**src/design/video_capture_pkg.sv**
```systemverilog
`default_nettype none

package video_capture_pkg;

    ////////////////////////////////////////////////////////////
    // raster and frame geometry
    ////////////////////////////////////////////////////////////

    // free-run timing
    localparam int raw_width  = 1716;
    localparam int raw_height = 525;

    // last line index of each known frame length
    localparam int lines_240p = 262;
    localparam int lines_480  = 524;
    localparam int lines_pal  = 624;

    // window table, 240p and PAL share the horizontal start
    localparam int hstart_240p = 257;
    localparam int hstart_480  = 265;
    localparam int vstart_240p = 18;
    localparam int vstart_pal  = 19;
    localparam int vstart_480  = 40;
    localparam int area_width  = 720;
    localparam int height_240p = 504;
    localparam int height_pal  = 600;
    localparam int height_480  = 480;

    ////////////////////////////////////////////////////////////
    // colour bars
    ////////////////////////////////////////////////////////////

    localparam int bar_offset = 40;
    localparam int bar_width  = 80;
    localparam int bar_level  = 255;

    // {r,g,b} mask per bar, entry 0 is the leftmost bar (red)
    localparam logic [7:0][2:0] bar_colours = {
        3'b101, 3'b110, 3'b011, 3'b000, 3'b111, 3'b001, 3'b010, 3'b100
    };

    typedef logic [11:0] coord_t;

    // a pixel arrives as two bus words
    typedef union packed {
        struct packed {
            logic [7:0] red;
            logic [3:0] green_hi;
        } first_half;
        struct packed {
            logic [3:0] green_lo;
            logic [7:0] blue;
        } second_half;
    } capture_word_u;

endpackage

`default_nettype wire

```
**src/design/raster_if.sv**
```systemverilog
`default_nettype none

interface raster_if;
    import video_capture_pkg::*;

    coord_t raw_x;
    coord_t raw_y;
    logic   add_line;
    logic   is_pal;
    logic   free_run;
    // one clock at hsync fall or free-run wrap
    logic   line_start;

    modport timing (
        output raw_x, raw_y, add_line, is_pal, free_run, line_start
    );

    modport pixel (
        input raw_x, raw_y, add_line, is_pal, free_run, line_start
    );

endinterface

`default_nettype wire

```
**src/design/pixel_if.sv**
```systemverilog
`default_nettype none

interface pixel_if;
    import video_capture_pkg::*;

    // pix_x, pix_y are aligned with the rgb registers
    coord_t     pix_x;
    coord_t     pix_y;
    logic [7:0] red;
    logic [7:0] green;
    logic [7:0] blue;
    // aligned with the bus word currently on data_in, capture mode only
    logic       in_window;
    logic       frame_start;
    logic       line_start;

    modport source (
        output pix_x, pix_y, red, green, blue, in_window, frame_start, line_start
    );

    modport monitor (
        input pix_x, pix_y, red, green, blue, in_window, frame_start, line_start
    );
endinterface

`default_nettype wire

```
**src/design/sync_timing.sv**
```systemverilog
`default_nettype none

module sync_timing (
    input  logic        clock,
    input  logic        reset,
    input  logic        hsync_n,
    input  logic        vsync_n,
    input  logic        generate_timing,
    raster_if.timing    raster,
    output logic        resync,
    output logic [23:0] timing_info
);
    import video_capture_pkg::*;

    logic   hsync_q1;
    logic   hsync_q2;
    logic   vsync_q1;
    logic   vsync_q2;
    logic   hsync_fall;
    logic   vsync_fall;
    logic   x_wrap;
    logic   y_wrap;
    logic   known_frame;
    coord_t raw_x;
    coord_t raw_y;
    coord_t line_length;
    coord_t line_count;
    logic   add_line_q;
    logic   is_pal_q;

    // syncs idle high
    always_ff @(posedge clock or posedge reset) begin
        if (reset) begin
            hsync_q1 <= 1'b1;
            hsync_q2 <= 1'b1;
            vsync_q1 <= 1'b1;
            vsync_q2 <= 1'b1;
        end else begin
            hsync_q1 <= hsync_n;
            hsync_q2 <= hsync_q1;
            vsync_q1 <= vsync_n;
            vsync_q2 <= vsync_q1;
        end
    end

    assign hsync_fall = hsync_q2 & ~hsync_q1;
    assign vsync_fall = vsync_q2 & ~vsync_q1;
    assign x_wrap     = raw_x == coord_t'(raw_width - 1);
    assign y_wrap     = raw_y == coord_t'(raw_height - 1);

    assign known_frame = raw_y == coord_t'(lines_240p)
                      || raw_y == coord_t'(lines_480)
                      || raw_y == coord_t'(lines_pal);

    always_ff @(posedge clock or posedge reset) begin
        if (reset) begin
            raw_x       <= '0;
            raw_y       <= '0;
            line_length <= '0;
            line_count  <= '0;
            add_line_q  <= 1'b0;
            is_pal_q    <= 1'b0;
            resync      <= 1'b1;
        end else if (generate_timing) begin
            // own 1716x525 raster, syncs ignored
            if (x_wrap) begin
                raw_x <= '0;
                if (y_wrap) begin
                    raw_y  <= '0;
                    resync <= 1'b0;
                end else begin
                    raw_y <= raw_y + 1'b1;
                end
            end else begin
                raw_x <= raw_x + 1'b1;
            end
        end else if (hsync_fall) begin
            line_length <= raw_x;
            raw_x       <= '0;
            if (vsync_fall) begin
                // frame length decides the mode and whether the output must resync
                line_count <= raw_y;
                raw_y      <= '0;
                add_line_q <= raw_y == coord_t'(lines_240p);
                is_pal_q   <= raw_y == coord_t'(lines_pal);
                resync     <= ~known_frame;
            end else begin
                raw_y <= raw_y + 1'b1;
            end
        end else begin
            raw_x <= raw_x + 1'b1;
        end
    end

    assign timing_info       = {line_length, line_count};
    assign raster.raw_x      = raw_x;
    assign raster.raw_y      = raw_y;
    assign raster.add_line   = add_line_q;
    assign raster.is_pal     = is_pal_q;
    assign raster.free_run   = generate_timing;
    assign raster.line_start = generate_timing ? x_wrap : hsync_fall;

endmodule

`default_nettype wire

```
**src/design/pixel_assembler.sv**
```systemverilog
`default_nettype none

module pixel_assembler (
    input  logic                             clock,
    input  logic                             reset,
    input  video_capture_pkg::capture_word_u data_in,
    input  logic                             generate_video,
    input  logic signed [7:0]                h_shift,
    raster_if.pixel                          raster,
    pixel_if.source                          pix
);
    import video_capture_pkg::*;

    coord_t     hstart;
    coord_t     vstart;
    coord_t     height;
    coord_t     win_start;
    coord_t     x_count;
    coord_t     y_count;
    logic       at_start;
    logic       first_line;
    logic       window;
    logic       pattern;
    logic [7:0] red_buf;
    logic [3:0] green_hi_buf;

    function automatic logic [23:0] bar_colour(input coord_t x);
        logic [2:0] mask;
        mask = 3'b000;
        for (int i = 0; i < 8; i++) begin
            if (x >= coord_t'(bar_offset + i * bar_width)
                    && x < coord_t'(bar_offset + (i + 1) * bar_width)) begin
                mask = bar_colours[i];
            end
        end
        return {{8{mask[2]}}, {8{mask[1]}}, {8{mask[0]}}} & {3{8'(bar_level)}};
    endfunction

    always_comb begin
        if (raster.add_line) begin
            hstart = coord_t'(hstart_240p);
            vstart = coord_t'(vstart_240p);
            height = coord_t'(height_240p);
        end else if (raster.is_pal) begin
            hstart = coord_t'(hstart_240p);
            vstart = coord_t'(vstart_pal);
            height = coord_t'(height_pal);
        end else begin
            hstart = coord_t'(hstart_480);
            vstart = coord_t'(vstart_480);
            height = coord_t'(height_480);
        end
    end

    assign win_start  = hstart + {{4{h_shift[7]}}, h_shift};
    assign at_start   = raster.raw_x == win_start;
    assign first_line = raster.raw_y == vstart;
    assign window     = x_count < coord_t'(area_width) && y_count < height;
    assign pattern    = generate_video | raster.free_run;

    assign pix.in_window  = window & ~pattern;
    assign pix.line_start = raster.line_start;

    ////////////////////////////////////////////////////////////
    // visible grid, counters saturate at all ones
    ////////////////////////////////////////////////////////////

    always_ff @(posedge clock or posedge reset) begin
        if (reset) begin
            x_count         <= '1;
            y_count         <= '1;
            pix.frame_start <= 1'b0;
        end else begin
            pix.frame_start <= at_start & first_line;
            if (at_start) begin
                x_count <= '0;
                if (first_line) begin
                    y_count <= '0;
                end else if (y_count != '1) begin
                    y_count <= y_count + 1'b1;
                end
            end else if (raster.raw_x[0] && x_count != '1) begin
                x_count <= x_count + 1'b1;
            end
        end
    end

    // first half of the pixel lands on odd raw clocks
    always_ff @(posedge clock) begin
        if (raster.raw_x[0]) begin
            red_buf      <= data_in.first_half.red;
            green_hi_buf <= data_in.first_half.green_hi;
        end
    end

    always_ff @(posedge clock or posedge reset) begin
        if (reset) begin
            pix.pix_x <= '1;
            pix.pix_y <= '1;
            pix.red   <= '0;
            pix.green <= '0;
            pix.blue  <= '0;
        end else begin
            pix.pix_x <= x_count;
            pix.pix_y <= y_count;
            if (!window) begin
                pix.red   <= '0;
                pix.green <= '0;
                pix.blue  <= '0;
            end else if (!raster.raw_x[0]) begin
                if (pattern) begin
                    {pix.red, pix.green, pix.blue} <= bar_colour(x_count);
                end else begin
                    pix.red   <= red_buf;
                    pix.green <= {green_hi_buf, data_in.second_half.green_lo};
                    pix.blue  <= data_in.second_half.blue;
                end
            end
        end
    end

endmodule

`default_nettype wire

```
**src/design/line_monitor.sv**
```systemverilog
`default_nettype none

module line_monitor (
    input  logic                      clock,
    input  logic                      reset,
    input  logic [11:0]               data_in,
    input  logic                      extent_clear,
    pixel_if.monitor                  pix,
    output logic [23:0]               pin_ok,
    output video_capture_pkg::coord_t extent_first,
    output video_capture_pkg::coord_t extent_last
);
    import video_capture_pkg::*;

    logic [10:0] stuck_high_flags;
    logic [10:0] stuck_low_flags;
    coord_t      first_x;
    coord_t      last_x;
    logic        non_black;

    assign non_black = |{pix.red, pix.green, pix.blue};

    // neighbour pair check, 10 or 01 proves the two pins differ
    always_ff @(posedge clock or posedge reset) begin
        if (reset) begin
            stuck_high_flags <= '0;
            stuck_low_flags  <= '0;
            pin_ok           <= '0;
        end else if (pix.frame_start) begin
            pin_ok           <= {2'b00, stuck_high_flags, stuck_low_flags};
            stuck_high_flags <= '0;
            stuck_low_flags  <= '0;
        end else if (pix.in_window) begin
            for (int i = 0; i < 11; i++) begin
                if (data_in[i +: 2] == 2'b10) stuck_high_flags[i] <= 1'b1;
                if (data_in[i +: 2] == 2'b01) stuck_low_flags[i] <= 1'b1;
            end
        end
    end

    always_ff @(posedge clock or posedge reset) begin
        if (reset) begin
            first_x      <= '1;
            last_x       <= '0;
            extent_first <= '1;
            extent_last  <= '0;
        end else if (extent_clear) begin
            first_x      <= '1;
            last_x       <= '0;
            extent_first <= '1;
            extent_last  <= '0;
        end else if (pix.line_start) begin
            // publish and start over for the next line
            extent_first <= first_x;
            extent_last  <= last_x;
            first_x      <= '1;
            last_x       <= '0;
        end else if (non_black) begin
            if (pix.pix_x < first_x) first_x <= pix.pix_x;
            if (pix.pix_x > last_x) last_x <= pix.pix_x;
        end
    end

endmodule

`default_nettype wire

```
**src/design/video_capture_top.sv**
```systemverilog
`default_nettype none

module video_capture_top (
    input  logic                      clock,
    input  logic                      reset,
    input  logic [11:0]               data_in,
    input  logic                      hsync_n,
    input  logic                      vsync_n,
    input  logic                      generate_video,
    input  logic                      generate_timing,
    input  logic signed [7:0]         h_shift,
    input  logic                      extent_clear,
    output logic [7:0]                red,
    output logic [7:0]                green,
    output logic [7:0]                blue,
    output video_capture_pkg::coord_t counter_x,
    output video_capture_pkg::coord_t counter_y,
    output logic                      add_line,
    output logic                      is_pal,
    output logic                      resync,
    output logic [23:0]               pin_ok,
    output logic [23:0]               timing_info,
    output video_capture_pkg::coord_t extent_first,
    output video_capture_pkg::coord_t extent_last
);

    raster_if raster ();
    pixel_if  pix ();

    sync_timing u_sync_timing (
        .clock           (clock),
        .reset           (reset),
        .hsync_n         (hsync_n),
        .vsync_n         (vsync_n),
        .generate_timing (generate_timing),
        .raster          (raster.timing),
        .resync          (resync),
        .timing_info     (timing_info)
    );

    pixel_assembler u_pixel_assembler (
        .clock          (clock),
        .reset          (reset),
        .data_in        (data_in),
        .generate_video (generate_video),
        .h_shift        (h_shift),
        .raster         (raster.pixel),
        .pix            (pix.source)
    );

    line_monitor u_line_monitor (
        .clock        (clock),
        .reset        (reset),
        .data_in      (data_in),
        .extent_clear (extent_clear),
        .pix          (pix.monitor),
        .pin_ok       (pin_ok),
        .extent_first (extent_first),
        .extent_last  (extent_last)
    );

    assign red       = pix.red;
    assign green     = pix.green;
    assign blue      = pix.blue;
    assign counter_x = pix.pix_x;
    assign counter_y = pix.pix_y;
    assign add_line  = raster.add_line;
    assign is_pal    = raster.is_pal;

endmodule

`default_nettype wire

```
**config.mk**
```make
export PLATFORM = sky130hd
export DESIGN_NAME = video_capture_top
export DESIGN_NICKNAME = d
export VERILOG_FILES = /design/src/design/video_capture_pkg.sv /design/src/design/raster_if.sv /design/src/design/pixel_if.sv /design/src/design/sync_timing.sv /design/src/design/pixel_assembler.sv /design/src/design/line_monitor.sv /design/src/design/video_capture_top.sv
export SDC_FILE = /design/constraint.sdc
export NUM_CORES = 1
export LEC_CHECK = 0
export ABC_CLOCK_PERIOD_IN_PS = 3500
export BUFFER_PORTS_ARGS = -buffer_cell sky130_fd_sc_hd__buf_2
export CORE_ASPECT_RATIO = 1.75
export CORE_UTILIZATION = 50
export DETAILED_ROUTE_END_ITERATION = 8
export MAX_ROUTING_LAYER = met4
export PLACE_DENSITY = 0.71
export SLEW_MARGIN = 30
export SYNTH_ARGS = -nofsm -noshare
export SYNTH_HDL_FRONTEND = slang
export SYNTH_HIERARCHICAL = 1
export SYNTH_SLANG_ARGS = --single-unit
```
**constraint.sdc**
```tcl
create_clock -name clock -period 3.5 [get_ports clock]
set_input_delay 0.175 -clock clock [delete_from_list [all_inputs] [get_ports clock]]
set_output_delay 0.175 -clock clock [all_outputs]
set_load 0.01 [all_outputs]
```
==> metrics.txt <==
outcome finished, final reports clean; CTS H-tree lvls 1; Required @ worst endpoint 3.89 ns; Min-Delay Path Depth 2; total CTS buffers 22; DIE AREA 0.0224 sq mm; Setup CP Type reg2reg; initial antenna violation count 0; EDFF count, synth 12; DR iter-0 viols 422; flops & latches, synth 232; delay-heaviest family, CP compound AO/OA/AOI/OAI gates; register area share after synthesis 54.8%; Die Span X 114 microns; Achievable Freq 349 MHz; clk_skew 0.0133 ns; IO Port Bufs 147; Tcrit/Tclk final 81.8%; FILL cells 1827; post-synthesis adder-cell area fraction 4.14%; Reg clk slew, reported paths 0.06 ns; CTS tree done; fin area 0.0127 sq mm; Root Driver clkbuf_16; Seq pwr share 47.5%; DP HPWL 18400 microns; CP Capture Type register; sw power 2.63 mW; pwr dens 642 mW/mm^2; Rel. slew slack 46.0%; Worst R2R Start u_sync_timing/raster.add_line; Yosys cell types 82; Slowest Stage Delay on Critical Path 0.47 ns; WL final 26000 microns; Clock Power Share 30.0%; grt met2 use 43.9%; clock tree buffer depth 3; mux cell area share after synthesis 5.89%; Setup TNS 0 ns; Placed Instances 1390; Synthesis Warnings 6; Arr. time, crit path 3.25 ns; clk_lat worst skew 0.51 ns; busiest grt layer met2; Period minus WS final 2.86 ns; final hold violation count 0; Worst IR Drop VDD 410 uV; Switching Share 32.1%; Final Setup Violations 0; # rows 71; die height 197 microns; MaxCap Viol Count 0; simple-gate area share of the yosys netlist 14.5%; Hold Crit Class in2reg; post-route ant nets 0; Cell Area, Placed 0.0118 sq mm; GP Congestion 0.871; Reg-to-Reg End u_pixel_assembler/y_count[5]; total global routing overflow 0; Layout Nets 1200; IO Pins 150; slowest CP cell o41ai_1; vias in the first global route 8396; WL/cell 18.0 microns; power after layout 8.18 mW; CP Launch Type register; critical path buffer and inverter count 1; DR vias/cell 5.68; logic gate share of total power 22.5%; Leakage Power 5.90 nW; Hold EP u_line_monitor/extent_last[1]; area of the mapped netlist 0.0109 sq mm; XOR/XNOR Fraction of Synth Area 2.48%; Antenna diodes 0; fin cells 1445; max-slew violations 0; met3 GRT Util 2.98%; FF-to-FF setup slack 0.64 ns; Synth-to-Final Area Change 17.1%; clk sinks 232; Post-CTS Setup Bufs 0; share of cells above drive strength 1 30.4%; DR pass1 iterations 5; GR Util met1 26.4%; Core Footprint 0.0214 sq mm; largest family of logic cells by synthesized area simple AND/OR/NAND/NOR gates; overall routing resource usage 24.3%; Min-Delay Startpoint extent_clear; first-pass GRT wire length 42200 microns; Crit Path Max Fanout 14; CP cell instances nor2_1 > ha_1 > xor2_1 > xnor2_1 > a2111oi_2 > nand3_1 > buf_4 > or2_1 > o41ai_1; Starting Density 50.8%; internal power 5.55 mW; Avg Inst Size Synth 11.0 sq um; ys async rst share 94.8%; unrepaired setup endpoints after global routing false; routed via count 8201; fin util 59.5%; Least-Margin Pin Slew 0.810 ns; Synth Area in Compound Gates 13.9%; Synth Flop Type dfrtp_1; R2R cell count 9; # DRC 0; post-synthesis cell count 988; largest net degree at the start of global routing 56
==> worst max-delay path by stage <==
stage	from	to	slack, ns	cells after the start
final	u_sync_timing/raster.add_line	u_pixel_assembler/y_count[5]	0.64	9
after floorplan	u_sync_timing/raster.raw_x[0]	u_line_monitor/last_x[1]	0.40	13
after detailed placement	u_sync_timing/raster.add_line	u_pixel_assembler/y_count[5]	0.68	9
after global placement	u_sync_timing/raster.is_pal	u_pixel_assembler/y_count[5]	0.83	9
after global routing	u_sync_timing/raster.add_line	u_pixel_assembler/y_count[3]	0.49	9
after CTS	u_sync_timing/raster.add_line	u_pixel_assembler/y_count[5]	0.68	9
==> cells in the mapped netlist (all sizes together) (8+ instances only) <==
cell     instances  area (sq um)
clkbuf          34           131
edfxtp          12           360
o21ai           38           194
nor2b           15          93.8
o2bb2ai         16           140
nand3           24           120
o31ai           16           120
nor3            28           155
mux2            45           510
dfstp           77          2020
ha              36           450
a31oi           18           113
nor3b            8          65.1
a21oi           38           190
dfrtp          143          3580
xor2            10          87.6
nand4           11          68.8
a211o           12           105
nor4            15           124
nor2           124           468
a22o            20           175
mux2i           13           130
nand2           57           214
inv             47           176
xnor2           20           183
buf             23           164
==> per-stage QoR <==
| step | worst slack [ns] | hold WS, ns |
|---|---|---|
| 2_1_floorplan | 0.395 | 0.179 |
| 3_3_place_gp | 0.827 | 0.280 |
| 3_5_place_dp | 0.678 | 0.282 |
| 4_1_cts | 0.675 | 0.116 |
| 5_1_grt | 0.486 | 0.151 |
| 6_report | 0.638 | 0.124 |
==> kinds of logic after synthesis <==
group / after synthesis
buffers and inverters: 104
DFF: 232
muxes: 58
other: 1
AOI/OAI and AO/OA: 210
adders and majority gates: 36
and+or+nand+nor: 317
xor gates and xnor gates: 30
==> layout make-up <==
type	instances	area, sq um	share of cell area [%]
Inverter	47	181	1.42
Timing Repair Buffer	181	1030	8.07
Tap cell	292	365	2.87
Multi-Input combinational cell	653	4460	35.0
Clock inverter	8	93.8	0.736
Sequential cell	232	5960	46.8
Clock buffer	32	659	5.17
==> layout by cell type (no fill, tap or decap), types with 4 or more instances in the layout <==
cell type      instances
a211o_1               12
buf_4                 19
ha_1                  36
nor2b_1               15
dlygate4sd3_1         15
nand3_1               24
xnor2_1               19
nor3b_1                7
clkinv_2               7
o2bb2ai_1             16
mux2i_1               13
a31oi_1               18
nor3_1                25
clkbuf_8               5
buf_2                147
nor4_1                13
o41ai_1                7
edfxtp_1              12
mux2_2                44
clkbuf_1               4
or3_1                  4
a21o_1                 4
xor2_1                10
dfstp_2               77
o31ai_1               16
and4_1                 4
and2_1                 5
a211oi_1               4
nor2_1               122
o22a_1                 4
dfrtp_1              143
nand2_1               57
clkbuf_16             23
inv_1                 43
o21ai_0               35
nand4_1               11
a21oi_1               38
a22o_1                20
==> repair_timing <==
action                                 CTS  global route
hold buffers                            15             0
resized for setup                        0             0
endpoints found under the hold margin   90             0
==> state kept, by name, indices dropped and copies added, names as in the netlist, 4 cells and up <==
name,cells
u_line_monitor/pin_ok,22
u_line_monitor/extent_first,12
u_line_monitor/extent_last,12
u_line_monitor/first_x,12
u_line_monitor/last_x,12
u_pixel_assembler/pix.pix_x,12
u_pixel_assembler/pix.pix_y,12
u_pixel_assembler/x_count,12
u_pixel_assembler/y_count,12
u_sync_timing/line_count,12
u_sync_timing/line_length,12
u_sync_timing/raster.raw_x,12
u_sync_timing/raster.raw_y,12
u_line_monitor/stuck_high_flags,11
u_line_monitor/stuck_low_flags,11
u_pixel_assembler/pix.blue,8
u_pixel_assembler/pix.green,8
u_pixel_assembler/pix.red,8
u_pixel_assembler/red_buf,8
u_pixel_assembler/green_hi_buf,4
==> metal layers <==
| metal | up-vias | wire (microns) |
|---|---|---|
| met5 | - | 0 |
| met4 | 0 | 915 |
| met3 | 62 | 1180 |
| met2 | 241 | 14100 |
| met1 | 4068 | 9810 |
| li1 | 3830 | - |
==> power by group through the flow <==
stage | combinational (mW) | sequential [mW] | clock [mW]
6_report | 1.84 | 3.88 | 2.46
5_1_grt | 2.08 | 3.95 | 2.60
4_1_cts | 1.84 | 3.88 | 2.52
3_5_place_dp | 1.81 | 3.92 | 0
3_3_place_gp | 1.75 | 3.91 | 0
2_1_floorplan | 1.38 | 3.71 | 0
==> worst reg2reg max path, stage by stage, from the launching register on <==
cell,delay [ns]
dfrtp_1,0.43
nor2_1,0.18
ha_1,0.30
xor2_1,0.17
xnor2_1,0.15
a2111oi_2,0.29
nand3_1,0.14
buf_4,0.21
or2_1,0.40
o41ai_1,0.47
No activity file was read; power rests on OpenSTA's default activity.
